===== src/id_pkg.sv =====
package id_pkg;

    // Word and field widths
    localparam int data_w  = 24;
    localparam int opc_w   = 8;
    localparam int cc_w    = 4;
    localparam int gp_w    = 4;
    localparam int sr_w    = 2;
    localparam int imm12_w = 12;
    localparam int imm14_w = 14;

    // Lowest bit of each field in the instruction word
    localparam int opc_lsb    = 16;
    localparam int tgt_gp_lsb = 12;
    localparam int src_gp_lsb = 8;
    localparam int tgt_sr_lsb = 14;
    localparam int src_sr_lsb = 12;
    localparam int imm_lsb    = 0;

    // Condition code slices, upper for jumps, middle for BCCsr, lower for MCCur
    localparam int cc_hi_lsb  = 12;
    localparam int cc_mid_lsb = 8;
    localparam int cc_lo_lsb  = 4;

    // Fixed special register indices
    localparam logic [sr_w-1:0] sr_idx_lr = 2'd1;
    localparam logic [sr_w-1:0] sr_idx_fl = 2'd2;

    typedef enum logic [opc_w-1:0] {
        // Register ALU
        opc_movur   = 8'h00,
        opc_addur   = 8'h01,
        opc_subur   = 8'h02,
        opc_cmpur   = 8'h03,
        opc_mccur   = 8'h04,

        // Unsigned immediate
        opc_movui   = 8'h10,
        opc_addui   = 8'h11,
        opc_cmpui   = 8'h12,

        // Signed immediate
        opc_movsi   = 8'h20,
        opc_addsi   = 8'h21,

        // Branches
        opc_jccui   = 8'h30,
        opc_bccsr   = 8'h31,
        opc_bccso   = 8'h32,

        // SR micro-ops
        opc_srmovur = 8'h40,
        opc_sraddsi = 8'h41,
        opc_srstso  = 8'h42,
        opc_srldso  = 8'h43,

        // Kernel entry and return
        opc_syscall = 8'h50,
        opc_kret    = 8'h51,

        // CSR access
        opc_csrrd   = 8'h60,
        opc_csrwr   = 8'h61
    } id_opc_e;

endpackage


===== src/id_class_decode.sv =====
module id_class_decode (
    input  logic [id_pkg::data_w-1:0] instr,
    output logic                      sgn_en,
    output logic                      imm_en,
    output logic                      uses_flags,
    output logic                      has_tgt_gp,
    output logic                      tgt_gp_we,
    output logic                      has_src_gp,
    output logic                      has_tgt_sr,
    output logic                      tgt_sr_we,
    output logic                      has_src_sr
);

    id_pkg::id_opc_e opc;
    logic            is_branch;
    logic            cond_move;
    logic            sr_src_field;

    assign opc = id_pkg::id_opc_e'(instr[id_pkg::opc_lsb +: id_pkg::opc_w]);

    // Unknown opcodes fall through with every flag clear
    always_comb begin
        sgn_en       = 1'b0;
        imm_en       = 1'b0;
        is_branch    = 1'b0;
        cond_move    = 1'b0;
        has_tgt_gp   = 1'b0;
        tgt_gp_we    = 1'b0;
        has_src_gp   = 1'b0;
        has_tgt_sr   = 1'b0;
        tgt_sr_we    = 1'b0;
        sr_src_field = 1'b0;
        case (opc)
            id_pkg::opc_movur, id_pkg::opc_addur, id_pkg::opc_subur: begin
                tgt_gp_we  = 1'b1;
                has_tgt_gp = 1'b1;
                has_src_gp = 1'b1;
            end
            id_pkg::opc_cmpur: begin
                has_tgt_gp = 1'b1;
                has_src_gp = 1'b1;
            end
            id_pkg::opc_mccur: begin
                tgt_gp_we  = 1'b1;
                has_tgt_gp = 1'b1;
                has_src_gp = 1'b1;
                cond_move  = 1'b1;
            end
            id_pkg::opc_movui, id_pkg::opc_addui: begin
                tgt_gp_we  = 1'b1;
                has_tgt_gp = 1'b1;
                imm_en     = 1'b1;
            end
            id_pkg::opc_cmpui: begin
                has_tgt_gp = 1'b1;
                imm_en     = 1'b1;
            end
            id_pkg::opc_movsi, id_pkg::opc_addsi: begin
                tgt_gp_we  = 1'b1;
                has_tgt_gp = 1'b1;
                imm_en     = 1'b1;
                sgn_en     = 1'b1;
            end
            id_pkg::opc_jccui: begin
                is_branch = 1'b1;
                imm_en    = 1'b1;
            end
            // DRt holds the PC-relative offset
            id_pkg::opc_bccsr: begin
                is_branch  = 1'b1;
                sgn_en     = 1'b1;
                has_tgt_gp = 1'b1;
            end
            id_pkg::opc_bccso: begin
                is_branch = 1'b1;
                sgn_en    = 1'b1;
                imm_en    = 1'b1;
            end
            id_pkg::opc_srmovur: begin
                tgt_sr_we    = 1'b1;
                has_tgt_sr   = 1'b1;
                sr_src_field = 1'b1;
            end
            id_pkg::opc_sraddsi: begin
                tgt_sr_we  = 1'b1;
                has_tgt_sr = 1'b1;
                sgn_en     = 1'b1;
                imm_en     = 1'b1;
            end
            id_pkg::opc_srstso: begin
                has_tgt_sr   = 1'b1;
                sr_src_field = 1'b1;
                sgn_en       = 1'b1;
                imm_en       = 1'b1;
            end
            id_pkg::opc_srldso: begin
                tgt_sr_we    = 1'b1;
                has_tgt_sr   = 1'b1;
                sr_src_field = 1'b1;
                sgn_en       = 1'b1;
                imm_en       = 1'b1;
            end
            // Writes the return address into LR
            id_pkg::opc_syscall: begin
                tgt_sr_we  = 1'b1;
                has_tgt_sr = 1'b1;
                imm_en     = 1'b1;
            end
            id_pkg::opc_csrrd: begin
                tgt_gp_we  = 1'b1;
                has_tgt_gp = 1'b1;
            end
            id_pkg::opc_csrwr: begin
                has_src_gp = 1'b1;
            end
            default: begin
            end
        endcase
    end

    // Branches and the conditional move read FL
    assign uses_flags = is_branch | cond_move;
    assign has_src_sr = sr_src_field | uses_flags;

    we_has_field: assert final ((!tgt_gp_we || has_tgt_gp) && (!tgt_sr_we || has_tgt_sr))
        else $error("write enable set for an opcode without a target field");

endmodule


===== src/id_field_extract.sv =====
module id_field_extract (
    input  logic [id_pkg::data_w-1:0]  instr,
    input  logic                       has_tgt_gp,
    input  logic                       has_src_gp,
    input  logic                       has_tgt_sr,
    input  logic                       has_src_sr,
    input  logic                       uses_flags,
    output logic [id_pkg::imm12_w-1:0] imm12,
    output logic [id_pkg::imm14_w-1:0] imm14,
    output logic [id_pkg::cc_w-1:0]    cc,
    output logic [id_pkg::gp_w-1:0]    tgt_gp,
    output logic [id_pkg::gp_w-1:0]    src_gp,
    output logic [id_pkg::sr_w-1:0]    tgt_sr,
    output logic [id_pkg::sr_w-1:0]    src_sr
);

    id_pkg::id_opc_e opc;

    assign opc = id_pkg::id_opc_e'(instr[id_pkg::opc_lsb +: id_pkg::opc_w]);

    // Immediate width depends on the opcode
    always_comb begin
        imm12 = '0;
        imm14 = '0;
        case (opc)
            id_pkg::opc_movui, id_pkg::opc_addui, id_pkg::opc_cmpui,
            id_pkg::opc_movsi, id_pkg::opc_addsi,
            id_pkg::opc_jccui, id_pkg::opc_bccso,
            id_pkg::opc_srstso, id_pkg::opc_srldso,
            id_pkg::opc_syscall: begin
                imm12 = instr[id_pkg::imm_lsb +: id_pkg::imm12_w];
            end
            id_pkg::opc_sraddsi: begin
                imm14 = instr[id_pkg::imm_lsb +: id_pkg::imm14_w];
            end
            default: begin
            end
        endcase
    end

    // Condition code slice per encoding
    always_comb begin
        cc = '0;
        case (opc)
            id_pkg::opc_jccui, id_pkg::opc_bccso: begin
                cc = instr[id_pkg::cc_hi_lsb +: id_pkg::cc_w];
            end
            id_pkg::opc_bccsr: begin
                cc = instr[id_pkg::cc_mid_lsb +: id_pkg::cc_w];
            end
            id_pkg::opc_mccur: begin
                cc = instr[id_pkg::cc_lo_lsb +: id_pkg::cc_w];
            end
            default: begin
            end
        endcase
    end

    assign tgt_gp = has_tgt_gp ? instr[id_pkg::tgt_gp_lsb +: id_pkg::gp_w] : '0;
    assign src_gp = has_src_gp ? instr[id_pkg::src_gp_lsb +: id_pkg::gp_w] : '0;

    // SYSCALL writes LR, KRET reads it back
    always_comb begin
        if ((opc == id_pkg::opc_syscall) || (opc == id_pkg::opc_kret)) begin
            tgt_sr = id_pkg::sr_idx_lr;
        end else if (has_tgt_sr) begin
            tgt_sr = instr[id_pkg::tgt_sr_lsb +: id_pkg::sr_w];
        end else begin
            tgt_sr = '0;
        end
    end

    // Flag consumers read FL implicitly
    always_comb begin
        if (!has_src_sr) begin
            src_sr = '0;
        end else if (uses_flags) begin
            src_sr = id_pkg::sr_idx_fl;
        end else begin
            src_sr = instr[id_pkg::src_sr_lsb +: id_pkg::sr_w];
        end
    end

endmodule


===== src/id_pipe_reg.sv =====
module id_pipe_reg #(
    parameter int addr_w = 16
) (
    input  logic                       iw_clk,
    input  logic                       iw_rst,
    input  logic                       flush,
    input  logic                       stall,
    input  logic [addr_w-1:0]          pc_d,
    input  logic [id_pkg::data_w-1:0]  instr_d,
    input  logic                       sgn_en_d,
    input  logic                       imm_en_d,
    input  logic                       has_src_gp_d,
    input  logic                       tgt_gp_we_d,
    input  logic                       has_src_sr_d,
    input  logic                       tgt_sr_we_d,
    input  logic [id_pkg::imm12_w-1:0] imm12_d,
    input  logic [id_pkg::imm14_w-1:0] imm14_d,
    input  logic [id_pkg::cc_w-1:0]    cc_d,
    input  logic [id_pkg::gp_w-1:0]    tgt_gp_d,
    input  logic [id_pkg::gp_w-1:0]    src_gp_d,
    input  logic [id_pkg::sr_w-1:0]    tgt_sr_d,
    input  logic [id_pkg::sr_w-1:0]    src_sr_d,
    output logic [addr_w-1:0]          pc,
    output logic [id_pkg::data_w-1:0]  instr,
    output logic [id_pkg::opc_w-1:0]   opc,
    output logic                       sgn_en,
    output logic                       imm_en,
    output logic                       has_src_gp,
    output logic                       tgt_gp_we,
    output logic                       has_src_sr,
    output logic                       tgt_sr_we,
    output logic [id_pkg::imm12_w-1:0] imm12,
    output logic [id_pkg::imm14_w-1:0] imm14,
    output logic [id_pkg::cc_w-1:0]    cc,
    output logic [id_pkg::gp_w-1:0]    tgt_gp,
    output logic [id_pkg::gp_w-1:0]    src_gp,
    output logic [id_pkg::sr_w-1:0]    tgt_sr,
    output logic [id_pkg::sr_w-1:0]    src_sr
);

    // Six single-bit flags plus the multi-bit fields
    localparam int pipe_w = addr_w + id_pkg::data_w + id_pkg::opc_w + 6
                          + id_pkg::imm12_w + id_pkg::imm14_w + id_pkg::cc_w
                          + 2 * id_pkg::gp_w + 2 * id_pkg::sr_w;

    logic [pipe_w-1:0] pipe_d;
    logic [pipe_w-1:0] pipe_q;

    assign pipe_d = {pc_d, instr_d, instr_d[id_pkg::opc_lsb +: id_pkg::opc_w],
                     sgn_en_d, imm_en_d, has_src_gp_d, tgt_gp_we_d,
                     has_src_sr_d, tgt_sr_we_d, imm12_d, imm14_d, cc_d,
                     tgt_gp_d, src_gp_d, tgt_sr_d, src_sr_d};

    // Flush takes priority over stall
    always_ff @(posedge iw_clk or posedge iw_rst) begin
        if (iw_rst) begin
            pipe_q <= '0;
        end else if (flush) begin
            pipe_q <= '0;
        end else if (!stall) begin
            pipe_q <= pipe_d;
        end
    end

    assign {pc, instr, opc, sgn_en, imm_en, has_src_gp, tgt_gp_we,
            has_src_sr, tgt_sr_we, imm12, imm14, cc,
            tgt_gp, src_gp, tgt_sr, src_sr} = pipe_q;

    flush_kills_we: assert property (
        @(posedge iw_clk) disable iff (iw_rst)
        flush |=> (!tgt_gp_we && !tgt_sr_we)
    ) else $error("write enable survived a flush");

    stall_holds_instr: assert property (
        @(posedge iw_clk) disable iff (iw_rst)
        (stall && !flush) |=> $stable(instr)
    ) else $error("instr changed during a stall");

endmodule


===== src/stg_id.sv =====
module stg_id #(
    parameter int addr_w = 16
) (
    input  logic                       iw_clk,
    input  logic                       iw_rst,
    input  logic [addr_w-1:0]          pc,
    input  logic [id_pkg::data_w-1:0]  instr,
    input  logic                       flush,
    input  logic                       stall,
    output logic [addr_w-1:0]          id_pc,
    output logic [id_pkg::data_w-1:0]  id_instr,
    output logic [id_pkg::opc_w-1:0]   opc,
    output logic                       sgn_en,
    output logic                       imm_en,
    output logic                       has_src_gp,
    output logic                       tgt_gp_we,
    output logic                       has_src_sr,
    output logic                       tgt_sr_we,
    output logic [id_pkg::imm12_w-1:0] imm12,
    output logic [id_pkg::imm14_w-1:0] imm14,
    output logic [id_pkg::cc_w-1:0]    cc,
    output logic [id_pkg::gp_w-1:0]    tgt_gp,
    output logic [id_pkg::gp_w-1:0]    src_gp,
    output logic [id_pkg::sr_w-1:0]    tgt_sr,
    output logic [id_pkg::sr_w-1:0]    src_sr
);

    logic                       dec_sgn_en;
    logic                       dec_imm_en;
    logic                       dec_uses_flags;
    logic                       dec_has_tgt_gp;
    logic                       dec_tgt_gp_we;
    logic                       dec_has_src_gp;
    logic                       dec_has_tgt_sr;
    logic                       dec_tgt_sr_we;
    logic                       dec_has_src_sr;
    logic [id_pkg::imm12_w-1:0] dec_imm12;
    logic [id_pkg::imm14_w-1:0] dec_imm14;
    logic [id_pkg::cc_w-1:0]    dec_cc;
    logic [id_pkg::gp_w-1:0]    dec_tgt_gp;
    logic [id_pkg::gp_w-1:0]    dec_src_gp;
    logic [id_pkg::sr_w-1:0]    dec_tgt_sr;
    logic [id_pkg::sr_w-1:0]    dec_src_sr;

    id_class_decode i_class_decode (
        .instr      (instr),
        .sgn_en     (dec_sgn_en),
        .imm_en     (dec_imm_en),
        .uses_flags (dec_uses_flags),
        .has_tgt_gp (dec_has_tgt_gp),
        .tgt_gp_we  (dec_tgt_gp_we),
        .has_src_gp (dec_has_src_gp),
        .has_tgt_sr (dec_has_tgt_sr),
        .tgt_sr_we  (dec_tgt_sr_we),
        .has_src_sr (dec_has_src_sr)
    );

    id_field_extract i_field_extract (
        .instr      (instr),
        .has_tgt_gp (dec_has_tgt_gp),
        .has_src_gp (dec_has_src_gp),
        .has_tgt_sr (dec_has_tgt_sr),
        .has_src_sr (dec_has_src_sr),
        .uses_flags (dec_uses_flags),
        .imm12      (dec_imm12),
        .imm14      (dec_imm14),
        .cc         (dec_cc),
        .tgt_gp     (dec_tgt_gp),
        .src_gp     (dec_src_gp),
        .tgt_sr     (dec_tgt_sr),
        .src_sr     (dec_src_sr)
    );

    id_pipe_reg #(
        .addr_w (addr_w)
    ) i_pipe_reg (
        .iw_clk       (iw_clk),
        .iw_rst       (iw_rst),
        .flush        (flush),
        .stall        (stall),
        .pc_d         (pc),
        .instr_d      (instr),
        .sgn_en_d     (dec_sgn_en),
        .imm_en_d     (dec_imm_en),
        .has_src_gp_d (dec_has_src_gp),
        .tgt_gp_we_d  (dec_tgt_gp_we),
        .has_src_sr_d (dec_has_src_sr),
        .tgt_sr_we_d  (dec_tgt_sr_we),
        .imm12_d      (dec_imm12),
        .imm14_d      (dec_imm14),
        .cc_d         (dec_cc),
        .tgt_gp_d     (dec_tgt_gp),
        .src_gp_d     (dec_src_gp),
        .tgt_sr_d     (dec_tgt_sr),
        .src_sr_d     (dec_src_sr),
        .pc           (id_pc),
        .instr        (id_instr),
        .opc          (opc),
        .sgn_en       (sgn_en),
        .imm_en       (imm_en),
        .has_src_gp   (has_src_gp),
        .tgt_gp_we    (tgt_gp_we),
        .has_src_sr   (has_src_sr),
        .tgt_sr_we    (tgt_sr_we),
        .imm12        (imm12),
        .imm14        (imm14),
        .cc           (cc),
        .tgt_gp       (tgt_gp),
        .src_gp       (src_gp),
        .tgt_sr       (tgt_sr),
        .src_sr       (src_sr)
    );

endmodule


===== config.mk =====
export PLATFORM = sky130hd
export DESIGN_NAME = stg_id
export DESIGN_NICKNAME = d
export VERILOG_FILES = /design/src/id_pkg.sv /design/src/id_class_decode.sv /design/src/id_field_extract.sv /design/src/id_pipe_reg.sv /design/src/stg_id.sv
export SDC_FILE = /design/constraint.sdc
export NUM_CORES = 1
export LEC_CHECK = 0
export ABC_AREA = 0
export BUFFER_PORTS_ARGS = -buffer_cell sky130_fd_sc_hd__clkbuf_2
export CAP_MARGIN = 20
export CORE_ASPECT_RATIO = 0.8
export CORE_UTILIZATION = 46
export DETAILED_ROUTE_END_ITERATION = 8
export PLACE_DENSITY = 0.82
export SYNTH_ARGS = -nofsm -noshare
export SYNTH_HDL_FRONTEND = slang
export SYNTH_SLANG_ARGS = --single-unit

===== constraint.sdc =====
create_clock -name iw_clk -period 2.6 [get_ports iw_clk]
set_input_delay 0.26 -clock iw_clk [delete_from_list [all_inputs] [get_ports iw_clk]]
set_output_delay 0.26 -clock iw_clk [all_outputs]
set_load 0.03 [all_outputs]

==> out/qor.txt, run 1 <==
Max-slew violations - 0
GPL Wtd Cong - 0.8440
H-tree level count - 3
Setup violators final - 0
Hold EP - i_pipe_reg.pipe_q[84]$_DFFE_PP0P_
Synthesized area - 0.004222 mm2
Power Density - 627.3 mW/mm2
Period Utilization, post-route - 0.6549
Via count - 3583
Post-synth cell types - 50
Clock Tree Buf Depth - 2
Syn. warnings - 0
Fin area - 0.005270 mm2
Min Tclk post-route - 1703 ps
DR iter-0 viols - 203
Post-DR wirelength/cell - 18.37 um
RR Endpoint - i_pipe_reg.pipe_q[46]$_DFFE_PP0P_
Site Rows - 30
Inserted Clock Buffers - 9
Worst slew pin tran - 680.2 ps
Setup crit end kind - flop
Final Util - 0.6052
Most common cell in the synthesized netlist - dfrtp_1
Reg with most FFs - i_pipe_reg.pipe_q
Fmax - 587.3 MHz
Flop2flop setup slack - 1730 ps
Fin nets - 560
Crit-path max FO - 19
Post-synth EDFFs - 0
Post-synth top area cell - dfrtp_1
Sequential Power Share - 0.434
Clk pwr share - 0.430
Vias in the first global route - 3577
Vias per cell - 5.660
Worst-Skew Late Latency - 330 ps
Commonest cells in the netlist - 88 x dfrtp_1, 49 x nor2_1, 39 x mux2i_1
Hold_sp - pc[4]
Area Overhead vs Synth - 24.84%
P_int - 2417 uW
Asr flop ratio synth - 1.000
Worst vdd ir - 397.6 uV
Number of iterations in the first detailed-routing pass - 5
Post-CTS Resized - 0
Crit path kind - in2reg
Comb pwr share - 0.135
Psw - 889.4 uW
Critical Path Start - instr[16]
Sw Share - 0.2690
Clock skew - 0 ps
Largest register FFs - 88
Synth Area in Adders - 0
Max-slew headroom - 0.5465
Critical R2R Launch - i_pipe_reg.pipe_q[46]$_DFFE_PP0P_
CTS root buf - clkbuf_16
Register area share after synthesis - 0.5216
Antenna Nets Post-Route - 0
RSZ-0062 raised after global routing - no
Final wirelength - 11.63 mm
CP Launch Type - input port
Drt drc - 0
Hold Path Stages - 3
Leak Pwr - 0.002636 uW
Core box area - 0.008708 mm2
Largest family of logic cells by synthesized area - simple AND/OR/NAND/NOR gates
IO Port Bufs - 139
WHS - 160.6 ps
Syn_area_per_cell - 10.55 um2
# diodes - 0
Compound-Gate Fraction of Synth Area - 0.1491
First-pass GRT wire length - 18.40 mm
Initial antenna violation count - 0
Setup TNS - 0 ps
CTS tree - yes
Detailed placement HPWL - 7.955 mm
Top cell type's share of synthesized area - 0.5216
Max-cap viol count - 0
Ranking of synthesized cells by area - dfrtp_1 52%, mux2i_1 9.2%, nor2_1 4.4%
Area post-placement - 0.004922 mm2
Worst EP required - 2870 ps
All-Layer GR Usage - 0.2548
FF+latch count, synth - 88
Crit path DAT - 1970 ps
Syn nets - 444
Pin count of the biggest net entering global routing - 53
Share of cells above drive strength 1 - 0.3436
Die Height - 87.69 um
Mapped Cells - 400
Initial Util - 0.4848
Mux cell area share after synthesis - 0.09247
Post-synthesis simple-gate area fraction - 0.1766
Status - finished clean
Final Hold Vio Count - 0
Hold Path Class - in2reg
Clock transition at path regs - 60 ps
Die area - 0.009567 mm2
Io pins - 140
Synth Area in XOR/XNOR - 0
Ys flop type - dfrtp_1
Global route total overflow - 0
Die width - 109.1 um
Regs by FF count - i_pipe_reg.pipe_q x88
R2R depth - 2
CTS Sinks - 88
## cells in the final DEF, fill, tap and decap left out, drive strengths merged, types with 6 or more instances in the layout
cell type	synthesis	layout
nor2	50	50
o21ai	7	7
nand4b	12	12
nand2	20	20
a32oi	6	6
nand3	14	14
buf	25	10
a22o	13	13
nand3b	8	8
mux2i	39	39
dfrtp	88	88
inv	10	10
clkbuf	19	148
nor4	6	6
a21oi	14	14
o211ai	12	12
## metal layers
layer | wire length (um) | vias up | global-route usage
met3 | 997 | 17 | 0.07738
met5 | 0 | - | 0
met2 | 5338 | 143 | 0.3945
li1 | - | 1660 | -
met4 | 185 | 0 | 0.07985
met1 | 5104 | 1763 | 0.3446
## stage by stage
| stage | total power [uW] | setup slack (ps) | cells |
|---|---|---|---|
| 6_report | 3306 | 897.2 | 633 |
| 5_1_grt | 3417 | 823.0 | 633 |
| 4_1_cts | 3328 | 832.4 | 632 |
| 3_5_place_dp | 1906 | 472.9 | 615 |
| 3_3_place_gp | 1894 | 556.7 | 615 |
| 2_1_floorplan | 1758 | 61.45 | 400 |
## power by group through the flow
| stage | logic [uW] | clock network (uW) | registers [uW] |
|---|---|---|---|
| finish | 448 | 1420 | 1440 |
| global route | 486 | 1490 | 1440 |
| CTS | 449 | 1440 | 1440 |
| detailed placement | 446 | 0 | 1460 |
| global placement | 436 | 0 | 1460 |
| floorplan | 218 | 0 | 1540 |
## how the worst max path moves through the flow
stage / end / slack, ps / cells after the start
3_5_place_dp: i_pipe_reg.pipe_q[37]$_DFFE_PP0P_ / 470 / 5
4_1_cts: i_pipe_reg.pipe_q[34]$_DFFE_PP0P_ / 830 / 5
6_report: i_pipe_reg.pipe_q[17]$_DFFE_PP0P_ / 900 / 5
5_1_grt: i_pipe_reg.pipe_q[16]$_DFFE_PP0P_ / 820 / 5
2_1_floorplan: i_pipe_reg.pipe_q[0]$_DFFE_PP0P_ / 60 / 1
3_3_place_gp: i_pipe_reg.pipe_q[30]$_DFFE_PP0P_ / 560 / 5
## cells by family after synthesis
logic type	Yosys count
and+or+nand+nor	137
DFF	88
AOI/OAI and AO/OA	82
buffers and inverters	54
muxes	39
## cell type report
cell class                      count  area (um2)
Inverter                           10       38.79
Timing Repair Buffer              149       788.3
Tap cell                          112       140.1
Clock inverter                      6       91.34
Fill cell                         773        3438
Clock buffer                       10       239.0
Multi-Input combinational cell    258        1770
Sequential cell                    88        2202
## repair_timing
item,in CTS,in global routing
hold buffers,1,0
hold endpoints to repair,2,0
buffers inserted,0,0
## critical path, stage by stage
cell and delay [ps]:
clkbuf_2 340, and2b_1 330, and4_1 450, and2_1 380, a22o_1 200
(Power assumes the default switching activity.)
==> run 2: changes to the inputs <==
- CORE_UTILIZATION: 46 -> 50
- PLACE_DENSITY: 0.82 -> 0.84
- clock period: 2.6 -> 1.62 ns (I/O delays scaled with it)
==> out/qor.txt, run 2 (synthesis results as in run 1) <==
CTS tree - yes
Area post-placement - 0.005100 mm2
Status - finished clean
Min Tclk post-route - 1263 ps
Initial Util - 0.5241
Max-slew headroom - 0.6908
CP Launch Type - input port
# diodes - 0
CTS Sinks - 88
Overall Power - 4659 uW
Die width - 104.7 um
Worst vdd ir - 524.7 uV
Via count - 3704
Slowest Stage Delay on Critical Path - 600 ps
Most common cell after layout, fill and taps aside - clkbuf_2
Dpl cells - 630
Worst EP required - 1920 ps
Leak Pwr - 0.002685 uW
Largest register FFs - 88
Detailed placement HPWL - 8.088 mm
CTS root buf - clkbuf_8
Final Hold Vio Count - 0
GPL Wtd Cong - 0.8804
Crit path kind - in2reg
Setup TNS - 0 ps
Setup crit end kind - flop
Post-DR wirelength/cell - 17.35 um
Die area - 0.008817 mm2
Global route total overflow - 0
Post-CTS Resized - 0
Most frequent cells in the layout - 138 x clkbuf_2, 88 x dfrtp_1, 48 x nor2_1
RSZ-0062 raised after global routing - no
CP Cell Sequence - clkbuf_2 > or4_4 > nor4_4 > o2bb2ai_1 > a22o_1
Crit-path max FO - 8
Share of cells above drive strength 1 - 0.3655
Setup violators final - 0
Inserted Clock Buffers - 9
Period Utilization, post-route - 0.7798
Die Height - 84.19 um
Number of iterations in the first detailed-routing pass - 4
First-pass GRT wire length - 18.57 mm
Area Overhead vs Synth - 26.11%
Fin nets - 578
Crit path DAT - 1560 ps
Slowest CP cell - or4_4
Io pins - 140
Reg with most FFs - i_pipe_reg.pipe_q
Initial antenna violation count - 0
Max-cap viol count - 0
Final wirelength - 11.23 mm
Pin count of the biggest net entering global routing - 56
Worst-Skew Late Latency - 350 ps
Max-slew violations - 0
Worst slew pin tran - 463.8 ps
Vias in the first global route - 3620
Non-Filler Instances - 647
Antenna Nets Post-Route - 0
Fill cells - 684
Vias per cell - 5.725
IO Port Bufs - 139
Drt drc - 0
Core box area - 0.008055 mm2
Clock transition at path regs - 90 ps
Clock skew - 0 ps
Power Density - 875.2 mW/mm2
Fmax - 791.6 MHz
Clock Tree Buf Depth - 2
Fin area - 0.005324 mm2
Hold Path Class - in2reg
Regs by FF count - i_pipe_reg.pipe_q x88
All-Layer GR Usage - 0.2676
Site Rows - 29
H-tree level count - 3
DR iter-0 viols - 248
==> run 2: cell count changes in the layout (fill, tap and decap cells not counted), sizes merged <==
cell | previous run | this run
buf | 10 | 28
bufinv | 2 | 1
clkbuf | 148 | 149
clkinv | 1 | 0
inv | 10 | 11
==> run 2: worst max-delay path, delay by kind of cell <==
kind                   cells  cell delay [ps]
AO/OA/AOI/OAI              2              320
buffers and inverters      1              150
AND/OR/NAND/NOR            2              920
==> run 2: cell type report <==
class                   instances  area (um2)  area share
clock buffers                  11       151.4     0.02844
repair buffers                167       960.9      0.1805
clock inverters                 5       62.56     0.01175
multi-input cells             258        1770      0.3326
well taps                     108       135.1     0.02538
flip-flops and latches         88        2202      0.4136
inverters                      10       41.29    0.007756
==> run 2: power breakdown <==
group          total [uW]  internal (uW)  switching, uW
logic                 755            249            505
registers            2300           2260           40.3
clock network        1600            808            796
total                4660           3320           1340
==> run 2: what timing repair did <==
item	in CTS	in global routing
hold buffers	1	0
hold endpoints to repair	88	0
setup buffers	0	0
==> run 2: final timing paths <==
| kind | from | to | slack, ps | depth (start not counted) |
|---|---|---|---|---|
| min in group asynchronous | iw_rst | i_pipe_reg.pipe_q[95]$_DFFE_PP0P_ | 400 | 4 |
| max in group asynchronous | iw_rst | i_pipe_reg.pipe_q[32]$_DFFE_PP0P_ | 920 | 4 |
| max | instr[23] | i_pipe_reg.pipe_q[14]$_DFFE_PP0P_ | 360 | 5 |
| max reg2reg | i_pipe_reg.pipe_q[46]$_DFFE_PP0P_ | i_pipe_reg.pipe_q[46]$_DFFE_PP0P_ | 780 | 2 |
| min | pc[6] | i_pipe_reg.pipe_q[86]$_DFFE_PP0P_ | 40 | 3 |
| min reg2reg | i_pipe_reg.pipe_q[38]$_DFFE_PP0P_ | i_pipe_reg.pipe_q[38]$_DFFE_PP0P_ | 500 | 2 |
==> run 2: through the flow <==
stage / setup WS, ps / hold slack, ps / utilization
floorplan: 172.1 / 294.7 / -
global placement: 53.89 / 236.3 / 0.6331
detailed placement: 5.647 / 238.6 / 0.6331
CTS: 381.7 / 24.72 / 0.6609
global route: 296.4 / 36.62 / 0.6609
finish: 356.8 / 41.55 / 0.6609
==> run 2: per-layer routing <==
| metal | vias up | track usage | share of wire |
|---|---|---|---|
| li1 | 1716 | - | - |
| met1 | 1823 | 0.3770 | 0.45 |
| met2 | 153 | 0.4142 | 0.46 |
| met3 | 12 | 0.06677 | 0.075 |
| met4 | 0 | 0.07810 | 0.013 |
| met5 | - | 0 | 0 |
